### src/common/switch_pkg.sv
`default_nettype none

package switch_pkg;

	// stream byte width and number of device ports
	localparam int BYTE_W = 8;
	localparam int NUM_PORTS = 4;
	localparam int PORT_W = $clog2(NUM_PORTS);

	// port k answers to id DEV_ID_BASE + k
	localparam logic [BYTE_W-1:0] DEV_ID_BASE = 8'h40;

	// data value carried by a nop (ctl stays high)
	localparam logic [BYTE_W-1:0] NOP_DATA = '0;

	// one stream element, ctl sits above the byte
	typedef struct packed {
		logic ctl;
		logic [BYTE_W-1:0] data;
	} flit_t;

	// one bit per device port
	typedef logic [NUM_PORTS-1:0] port_sel_t;

	// opcode field in the low bits of a command byte
	typedef enum logic [2:0] {
		op_none       = 3'b000,
		op_read       = 3'b001,
		op_write      = 3'b010,
		op_read_resp  = 3'b011,
		op_write_resp = 3'b100,
		op_message    = 3'b101
	} noc_op_e;

	typedef enum logic [1:0] {rt_wait_cmd, rt_wait_dest, rt_forward} route_state_e;
	typedef enum logic {fr_idle, fr_store} frame_state_e;
	typedef enum logic {sc_pick, sc_drain} sched_state_e;

	// ctl high with nonzero data opens a packet
	function automatic logic is_cmd(flit_t f);
		return f.ctl && (f.data != NOP_DATA);
	endfunction

	// ctl high with zero data closes a packet or idles the line
	function automatic logic is_nop(flit_t f);
		return f.ctl && (f.data == NOP_DATA);
	endfunction

endpackage

`default_nettype wire
### src/source/switch_top.sv
`timescale 1ns/1ns
`default_nettype none

module switch_top import switch_pkg::*; #(
	parameter int FIFO_DEPTH = 16
) (
	input wire logic to,
	input wire logic rst_n,
	// request stream from the noc
	input wire logic noc_to_dev_ctl,
	input wire logic [BYTE_W-1:0] noc_to_dev_data,
	// per device transmit side
	output logic [NUM_PORTS-1:0] dev_tx_ctl,
	output logic [NUM_PORTS-1:0][BYTE_W-1:0] dev_tx_data,
	// per device return side
	input wire logic [NUM_PORTS-1:0] dev_rx_ctl,
	input wire logic [NUM_PORTS-1:0][BYTE_W-1:0] dev_rx_data,
	// merged response stream back to the noc
	output logic noc_from_dev_ctl,
	output logic [BYTE_W-1:0] noc_from_dev_data
);

	// queue status and head flits seen by the scheduler
	port_sel_t pkt_ready;
	port_sel_t pkt_is_read;
	port_sel_t pop;
	flit_t [NUM_PORTS-1:0] head;

	// request path, two cycle steering to the addressed device
	dest_router i_dest_router (
		.to              (to),
		.rst_n           (rst_n),
		.noc_to_dev_ctl  (noc_to_dev_ctl),
		.noc_to_dev_data (noc_to_dev_data),
		.dev_tx_ctl      (dev_tx_ctl),
		.dev_tx_data     (dev_tx_data)
	);

	// one packet queue per device return stream
	for (genvar k = 0; k < NUM_PORTS; k++) begin : g_queue
		resp_queue #(
			.FIFO_DEPTH (FIFO_DEPTH)
		) i_resp_queue (
			.to          (to),
			.rst_n       (rst_n),
			.dev_rx_ctl  (dev_rx_ctl[k]),
			.dev_rx_data (dev_rx_data[k]),
			.pop         (pop[k]),
			.head        (head[k]),
			.pkt_ready   (pkt_ready[k]),
			.pkt_is_read (pkt_is_read[k])
		);
	end

	// read responses first, round robin inside each class
	resp_scheduler i_resp_scheduler (
		.to                (to),
		.rst_n             (rst_n),
		.pkt_ready         (pkt_ready),
		.pkt_is_read       (pkt_is_read),
		.head              (head),
		.pop               (pop),
		.noc_from_dev_ctl  (noc_from_dev_ctl),
		.noc_from_dev_data (noc_from_dev_data)
	);

endmodule

`default_nettype wire

### src/source/dest_router.sv
`timescale 1ns/1ns
`default_nettype none

module dest_router import switch_pkg::*; (
	input wire logic to,
	input wire logic rst_n,
	input wire logic noc_to_dev_ctl,
	input wire logic [BYTE_W-1:0] noc_to_dev_data,
	output logic [NUM_PORTS-1:0] dev_tx_ctl,
	output logic [NUM_PORTS-1:0][BYTE_W-1:0] dev_tx_data
);

	route_state_e state;
	port_sel_t sel;
	port_sel_t dest_dec;
	flit_t in_flit;
	flit_t dly1;
	flit_t dly2;

	assign in_flit = {noc_to_dev_ctl, noc_to_dev_data};

	// one-hot decode of the incoming byte, zero when outside the id range
	always_comb begin
		for (int k = 0; k < NUM_PORTS; k++) begin
			dest_dec[k] = (noc_to_dev_data == DEV_ID_BASE + BYTE_W'(k));
		end
	end

	// command, then destination, then forward until the closing nop
	always_ff @(posedge to or negedge rst_n) begin
		if (!rst_n) begin
			state <= rt_wait_cmd;
			sel <= '0;
		end else begin
			case (state)
				rt_wait_cmd: begin
					if (is_cmd(in_flit)) begin
						// old packet has already left the delay line
						sel <= '0;
						state <= rt_wait_dest;
					end
				end
				rt_wait_dest: begin
					if (!in_flit.ctl) begin
						// latched while the command sits in stage one
						sel <= dest_dec;
						state <= rt_forward;
					end else if (is_nop(in_flit)) begin
						state <= rt_wait_cmd;
					end
				end
				rt_forward: begin
					if (is_cmd(in_flit)) begin
						sel <= '0;
						state <= rt_wait_dest;
					end else if (is_nop(in_flit)) begin
						state <= rt_wait_cmd;
					end
				end
				default: state <= rt_wait_cmd;
			endcase
		end
	end

	// two stage delay, sel never routes stale contents
	always_ff @(posedge to) begin
		dly1 <= in_flit;
		dly2 <= dly1;
	end

	// delayed byte on the selected port, nop everywhere else
	always_comb begin
		for (int k = 0; k < NUM_PORTS; k++) begin
			dev_tx_ctl[k] = sel[k] ? dly2.ctl : 1'b1;
			dev_tx_data[k] = sel[k] ? dly2.data : NOP_DATA;
		end
	end

endmodule

`default_nettype wire

### src/arbiter/resp_scheduler.sv
`timescale 1ns/1ns
`default_nettype none

module resp_scheduler import switch_pkg::*; (
	input wire logic to,
	input wire logic rst_n,
	input wire port_sel_t pkt_ready,
	input wire port_sel_t pkt_is_read,
	input wire flit_t [NUM_PORTS-1:0] head,
	output port_sel_t pop,
	output logic noc_from_dev_ctl,
	output logic [BYTE_W-1:0] noc_from_dev_data
);

	sched_state_e state;
	port_sel_t req_hi;
	port_sel_t req_lo;
	port_sel_t grant_hi;
	port_sel_t grant_lo;
	port_sel_t grant_q;
	logic adv_hi;
	logic adv_lo;
	flit_t cur;

	// two classes, read responses and everything else
	assign req_hi = pkt_ready & pkt_is_read;
	assign req_lo = pkt_ready & ~pkt_is_read;

	// low class only advances when no read response is waiting
	assign adv_hi = (state == sc_pick) && (|req_hi);
	assign adv_lo = (state == sc_pick) && !(|req_hi) && (|req_lo);

	rr_arbiter i_arb_hi (
		.to      (to),
		.rst_n   (rst_n),
		.req     (req_hi),
		.advance (adv_hi),
		.grant   (grant_hi)
	);

	rr_arbiter i_arb_lo (
		.to      (to),
		.rst_n   (rst_n),
		.req     (req_lo),
		.advance (adv_lo),
		.grant   (grant_lo)
	);

	// head flit of the granted queue
	always_comb begin
		cur = {1'b1, NOP_DATA};
		for (int k = 0; k < NUM_PORTS; k++) begin
			if (grant_q[k]) cur = head[k];
		end
	end

	// one flit per cycle out of the granted queue
	assign pop = (state == sc_drain) ? grant_q : '0;

	always_ff @(posedge to or negedge rst_n) begin
		if (!rst_n) begin
			state <= sc_pick;
			grant_q <= '0;
			noc_from_dev_ctl <= 1'b1;
			noc_from_dev_data <= NOP_DATA;
		end else begin
			case (state)
				sc_pick: begin
					// idle line while deciding
					noc_from_dev_ctl <= 1'b1;
					noc_from_dev_data <= NOP_DATA;
					if (adv_hi) begin
						grant_q <= grant_hi;
						state <= sc_drain;
					end else if (adv_lo) begin
						grant_q <= grant_lo;
						state <= sc_drain;
					end
				end
				sc_drain: begin
					noc_from_dev_ctl <= cur.ctl;
					noc_from_dev_data <= cur.data;
					// the closing nop ends this grant
					if (is_nop(cur)) begin
						grant_q <= '0;
						state <= sc_pick;
					end
				end
				default: state <= sc_pick;
			endcase
		end
	end

endmodule

`default_nettype wire

### src/arbiter/rr_arbiter.sv
`timescale 1ns/1ns
`default_nettype none

module rr_arbiter import switch_pkg::*; (
	input wire logic to,
	input wire logic rst_n,
	input wire port_sel_t req,
	input wire logic advance,
	output port_sel_t grant
);

	// ptr names the port with top priority
	logic [PORT_W-1:0] ptr;
	logic [PORT_W-1:0] idx;
	logic [PORT_W-1:0] grant_idx;
	logic found;

	// search upward from ptr, wrapping, first request wins
	always_comb begin
		grant = '0;
		grant_idx = ptr;
		found = 1'b0;
		idx = ptr;
		for (int i = 0; i < NUM_PORTS; i++) begin
			idx = ptr + PORT_W'(i);
			if (!found && req[idx]) begin
				grant[idx] = 1'b1;
				grant_idx = idx;
				found = 1'b1;
			end
		end
	end

	// rotate past the winner only when this class was used
	always_ff @(posedge to or negedge rst_n) begin
		if (!rst_n) begin
			ptr <= '0;
		end else if (advance && found) begin
			ptr <= grant_idx + 1'b1;
		end
	end

endmodule

`default_nettype wire

### src/resp_queue/resp_queue.sv
`timescale 1ns/1ns
`default_nettype none

module resp_queue import switch_pkg::*; #(
	parameter int FIFO_DEPTH = 16
) (
	input wire logic to,
	input wire logic rst_n,
	input wire logic dev_rx_ctl,
	input wire logic [BYTE_W-1:0] dev_rx_data,
	input wire logic pop,
	output flit_t head,
	output logic pkt_ready,
	output logic pkt_is_read
);

	// room for one packet per two entries at most
	localparam int CW = $clog2(FIFO_DEPTH) + 1;

	frame_state_e state;
	flit_t rx_flit;
	logic wr;
	logic full;
	logic empty;
	logic nop_in;
	logic nop_out;
	logic [CW-1:0] pkt_cnt;

	assign rx_flit = {dev_rx_ctl, dev_rx_data};

	// outside a packet only a command byte is kept
	always_comb begin
		case (state)
			fr_idle: wr = is_cmd(rx_flit);
			fr_store: wr = 1'b1;
			default: wr = 1'b0;
		endcase
	end

	// framing, a dropped command leaves us idle so its payload is skipped too
	always_ff @(posedge to or negedge rst_n) begin
		if (!rst_n) begin
			state <= fr_idle;
		end else begin
			case (state)
				fr_idle: if (is_cmd(rx_flit) && !full) state <= fr_store;
				fr_store: if (is_nop(rx_flit)) state <= fr_idle;
				default: state <= fr_idle;
			endcase
		end
	end

	flit_fifo #(
		.DEPTH (FIFO_DEPTH)
	) i_flit_fifo (
		.to    (to),
		.rst_n (rst_n),
		.wr    (wr),
		.wdata (rx_flit),
		.rd    (pop),
		.rdata (head),
		.full  (full),
		.empty (empty)
	);

	// complete packets held, counted by their closing nop
	assign nop_in = wr && !full && is_nop(rx_flit);
	assign nop_out = pop && !empty && is_nop(head);

	always_ff @(posedge to or negedge rst_n) begin
		if (!rst_n) begin
			pkt_cnt <= '0;
		end else if (nop_in && !nop_out) begin
			pkt_cnt <= pkt_cnt + 1'b1;
		end else if (!nop_in && nop_out) begin
			pkt_cnt <= pkt_cnt - 1'b1;
		end
	end

	assign pkt_ready = (pkt_cnt != '0);
	// head is a command byte whenever a packet waits
	assign pkt_is_read = head.ctl && (noc_op_e'(head.data[2:0]) == op_read_resp);

endmodule

`default_nettype wire

### src/resp_queue/flit_fifo.sv
`timescale 1ns/1ns
`default_nettype none

module flit_fifo import switch_pkg::*; #(
	parameter int DEPTH = 16
) (
	input wire logic to,
	input wire logic rst_n,
	input wire logic wr,
	input wire flit_t wdata,
	input wire logic rd,
	output flit_t rdata,
	output logic full,
	output logic empty
);

	localparam int AW = $clog2(DEPTH);

	flit_t mem [DEPTH];
	logic [AW-1:0] wr_ptr;
	logic [AW-1:0] rd_ptr;
	logic [AW:0] count;
	logic do_wr;
	logic do_rd;

	// a write into a full buffer is lost, a read of an empty one does nothing
	assign do_wr = wr && !full;
	assign do_rd = rd && !empty;

	assign full = (count == (AW+1)'(DEPTH));
	assign empty = (count == '0);

	// show-ahead, head entry visible without a read
	assign rdata = mem[rd_ptr];

	always_ff @(posedge to) begin
		if (do_wr) mem[wr_ptr] <= wdata;
	end

	// pointers wrap on their own since depth is a power of two
	always_ff @(posedge to or negedge rst_n) begin
		if (!rst_n) begin
			wr_ptr <= '0;
			rd_ptr <= '0;
			count <= '0;
		end else begin
			if (do_wr) wr_ptr <= wr_ptr + 1'b1;
			if (do_rd) rd_ptr <= rd_ptr + 1'b1;
			if (do_wr && !do_rd) count <= count + 1'b1;
			else if (!do_wr && do_rd) count <= count - 1'b1;
		end
	end

endmodule

`default_nettype wire

### config.mk
export PLATFORM = sky130hd
export DESIGN_NAME = switch_top
export DESIGN_NICKNAME = d
export VERILOG_FILES = /design/src/common/switch_pkg.sv /design/src/source/switch_top.sv /design/src/source/dest_router.sv /design/src/arbiter/resp_scheduler.sv /design/src/arbiter/rr_arbiter.sv /design/src/resp_queue/resp_queue.sv /design/src/resp_queue/flit_fifo.sv
export SDC_FILE = /design/constraint.sdc
export NUM_CORES = 1
export LEC_CHECK = 0
export ABC_AREA = 1
export BUFFER_PORTS_ARGS = -buffer_cell sky130_fd_sc_hd__buf_4
export CORE_ASPECT_RATIO = 1.1
export CORE_MARGIN = 4
export CORE_UTILIZATION = 40
export CTS_BUF_LIST = sky130_fd_sc_hd__clkbuf_8 sky130_fd_sc_hd__clkbuf_16
export CTS_CLUSTER_SIZE = 8
export DETAILED_ROUTE_END_ITERATION = 8
export GPL_ROUTABILITY_DRIVEN = 1
export PLACE_DENSITY = 0.54
export SYNTH_ARGS = -nofsm -noshare
export SYNTH_HDL_FRONTEND = slang
export SYNTH_SLANG_ARGS = --single-unit
### constraint.sdc
create_clock -name to -period 4.15 [get_ports to]
set_input_delay 0.6225 -clock to [delete_from_list [all_inputs] [get_ports to]]
set_output_delay 0.6225 -clock to [all_outputs]
set_load 0.01 [all_outputs]
==> reports/qor.yml <==
run_status:
  status: "completed"
pwr:
  ir_drop_uv: 447
  clkPwrFrac_pct: 26.2
  power_switching_mw: 10.6
  power_density_mw_per_mm2: 749
  p_sw_share_pct: 39.4
  p_int_mw: 16.4
  pwr-share-seq_pct: 36.1
  fin_total_pwr_mw: 27.0
  p_comb_share_pct: 37.7
  p_leak_nw: 14.7
clocking:
  htree_levels: 3
  insertion_delay_ps: 640
  cts_tree: "built"
  postCtsSetupBuffers: 0
  clk_pin_slew_ps: 50
  cts_root_buf: "clkbuf_16"
  cts.sinks: 694
  cts-resized-gates: 0
  hold_buffers: 0
  cts-buffers-inserted: 96
  cts_buffer_depth: 3
setup_path:
  path_delay_family: "simple AND/OR/NAND/NOR gates"
  reg2reg_slack_ps: 670
  rr_startpoint: "g_queue[1].i_resp_queue.i_flit_fifo.rd_ptr[0]$_DFFE_PN0P_"
  reg2reg_depth: 17
  crit_required_ps: 4650
  crit_fanout: 45
  arrival_ps: 3980
  critPathBufInv: 2
  cp_slowest_cell: "dfrtp_2"
  critical-path-max-stage-delay_ps: 410
  end_kind: "flip-flop"
  worstSetupStartpointType: "flip-flop"
  cp.depth: 17
  worst_r2r_endpoint: "g_queue[1].i_resp_queue.pkt_cnt[4]$_DFFE_PN0P_"
  path_class: "reg2reg"
  crit_chain: "buf_4 > o21ai_0 > o22ai_1 > o211ai_1 > nand2_1 > nor4_1 > nand3_1 > ha_1 > inv_1 > ha_1 > a21oi_1 > nor2_1 > nor2_1 > nand2_1 > nand2_1 > nor2_1 > xor2_1"
routing:
  first_iter_violations: 1432
  routed_wl_um: 78700
  num_vias: 21700
  vias_per_cell: 5.20
  drc: 0
  wl_per_cell_um: 18.8
  ant_nets: 0
  first_pass_iters: 6
layout:
  fin_nets: 3189
  stdcell_count: 4174
  final_util_pct: 47.1
  final_cell_area_sq_mm: 0.0360
  diodes: 0
  syn_to_final_growth_pct: 16.0
  drive_gt1_share_pct: 11.3
yosys:
  yosys_warnings: 0
  syn-num-nets: 3014
  syn_inst: 2891
  postSynth.asyncResetShare_pct: 14.4
  synthAdderAreaFrac_pct: 3.26
  synth.avg_cell_area_sq_um: 10.7
  synthSimpleGateAreaFrac_pct: 18.2
  yosys.cell_types.count: 46
  synth_common_cells: "625 x nand2_1, 576 x edfxtp_1, 329 x nor2_1"
  synth.most_common_cell: "nand2_1"
  synth_area_sq_mm: 0.0310
  synthMuxAreaShare_pct: 0
  synth_xor_area_share_pct: 1.13
  synth_top_family_by_area: "simple AND/OR/NAND/NOR gates"
  synth_compound_area_share_pct: 7.30
  synth.top_cell.area_share_pct: 55.7
  synth.area.top_cells: "edfxtp_1 56%, dfrtp_1 8.0%, nand2_1 7.6%"
  synth_seq_cells: 694
  ys.flop_type: "edfxtp_1"
  synth-edff-count: 576
  yosysTopAreaCell: "edfxtp_1"
  seq_area_frac_synth_pct: 64.9
sta:
  slew_viol_final: 0
  fmax_mhz: 287
  slew_headroom_pct: 36.2
  rsz0062_at_grt: "false"
  finalSetupViolCount: 0
  whs_ps: 72.5
  finalHoldViolations: 0
  period_needed_ps: 3480
  fin_setup_tns_ps: 0
  worst_pin_slew_ps: 953
  finalClockSkew_ps: 25.9
  finalWorstSetupSlack_ps: 670
  period_share_pct: 83.9
flow_run:
  cap_violations: 0
place:
  gp_routability_congestion: 0.850
  dp.cells: 3994
  io_buffers: 91
  placed_area_sq_mm: 0.0332
  dpl_worst_slack_ps: 692
  hpwl_um: 50300
global_route:
  grt_pass1_vias: 22000
  grt_pass1_wl_um: 123000
  globalRouteOverflowTotal: 0
  grt_max_degree: 53
  track_usage_pct: 19.0
  antenna_found_initial: 0
die:
  dieArea_sq_mm: 0.0821
  rows: 106
  core_sq_mm: 0.0765
  pin_count: 92
  dieHeight_um: 300
  start_util_pct: 40.6
  die_w_um: 274
min_path:
  min_path_type: "in2async"
==> kinds of logic after synthesis <==
group,count (synthesis)
buffers and inverters,377
adder cells (fa/ha/maj),76
AO/OA/AOI/OAI,384
XOR/XNOR,40
AND/OR/NAND/NOR,1320
flip-flops,694
==> routing by layer <==
metal / share of wire (%) / vias to the layer above / track usage, %
li1: - / 10300 / -
met1: 43 / 10700 / 24.1
met5: 0 / - / 0
met4: 3.3 / 0 / 7.16
met2: 49 / 515 / 32.7
met3: 5.0 / 171 / 3.05
==> power groups by stage <==
stage	Clock, mW	Sequential (mW)	Combinational [mW]
2_1_floorplan	0	9.69	6.98
3_3_place_gp	0	9.82	10.1
3_5_place_dp	0	9.86	10.2
4_1_cts	7.24	9.74	10.3
5_1_grt	7.56	9.86	11.3
6_report	7.06	9.73	10.2
==> worst max path at each step <==
stage	from	endpoint	slack, ps
finish	g_queue[1].i_resp_queue.i_flit_fifo.rd_ptr[0]$_DFFE_PN0P_	g_queue[1].i_resp_queue.pkt_cnt[4]$_DFFE_PN0P_	670
global route	g_queue[1].i_resp_queue.i_flit_fifo.rd_ptr[0]$_DFFE_PN0P_	g_queue[1].i_resp_queue.pkt_cnt[4]$_DFFE_PN0P_	280
CTS	g_queue[0].i_resp_queue.i_flit_fifo.rd_ptr[0]$_DFFE_PN0P_	g_queue[0].i_resp_queue.pkt_cnt[4]$_DFFE_PN0P_	690
detailed placement	g_queue[1].i_resp_queue.i_flit_fifo.rd_ptr[0]$_DFFE_PN0P_	g_queue[1].i_resp_queue.pkt_cnt[4]$_DFFE_PN0P_	690
global placement	g_queue[3].i_resp_queue.i_flit_fifo.rd_ptr[1]$_DFFE_PN0P_	g_queue[3].i_resp_queue.pkt_cnt[4]$_DFFE_PN0P_	750
floorplan	g_queue[1].i_resp_queue.i_flit_fifo.rd_ptr[0]$_DFFE_PN0P_	g_queue[1].i_resp_queue.pkt_cnt[4]$_DFFE_PN0P_	1190
==> cells in the final DEF, fill, tap and decap left out, drive strengths merged, types with 32 or more instances in the layout <==
cell | Yosys | final
nand2 | 640 | 640
edfxtp | 576 | 576
nor2 | 336 | 336
inv | 250 | 331
nand3 | 278 | 278
o21ai | 215 | 215
buf | 62 | 196
dfrtp | 99 | 99
clkbuf | 57 | 96
ha | 68 | 68
o221ai | 51 | 51
a21oi | 45 | 45
xor2 | 32 | 32
==> flip-flops by register name, indices dropped and copies added, names as in the netlist <==
| signal | count |
|---|---|
| i_resp_scheduler.grant_q | 4 |
| g_queue.i_resp_queue.i_flit_fifo.wr_ptr | 16 |
| i_resp_scheduler.noc_from_dev_ctl | 1 |
| i_dest_router.dly1 | 9 |
| i_dest_router.state | 2 |
| g_queue.i_resp_queue.i_flit_fifo.mem | 576 |
| g_queue.i_resp_queue.i_flit_fifo.rd_ptr | 16 |
| g_queue.i_resp_queue.i_flit_fifo.count | 20 |
| i_dest_router.sel | 4 |
| i_dest_router.dly2 | 9 |
| i_resp_scheduler.noc_from_dev_data | 8 |
| g_queue.i_resp_queue.pkt_cnt | 20 |
| i_resp_scheduler.i_arb_lo.ptr | 2 |
| g_queue.i_resp_queue.state | 4 |
| i_resp_scheduler.state | 1 |
| i_resp_scheduler.i_arb_hi.ptr | 2 |
==> layout make-up <==
class | instances | area, sq um
multi-input cells | 1820 | 9280
fillers | 7018 | 40500
clock buffers | 96 | 2400
flip-flops and latches | 694 | 20200
clock inverters | 84 | 379
repair buffers | 196 | 1530
inverters | 258 | 968
well taps | 1026 | 1280
==> worst register-to-register path: cells and delay by family (launching register included) <==
| kind | cells | cell delay, ps |
|---|---|---|
| simple gates | 8 | 970 |
| buf+inv | 2 | 400 |
| xor+xnor | 1 | 130 |
| compound gates | 4 | 870 |
| flops | 1 | 410 |
| fa+ha+maj | 2 | 560 |
Note: power is estimated with default switching activity, not from simulation.
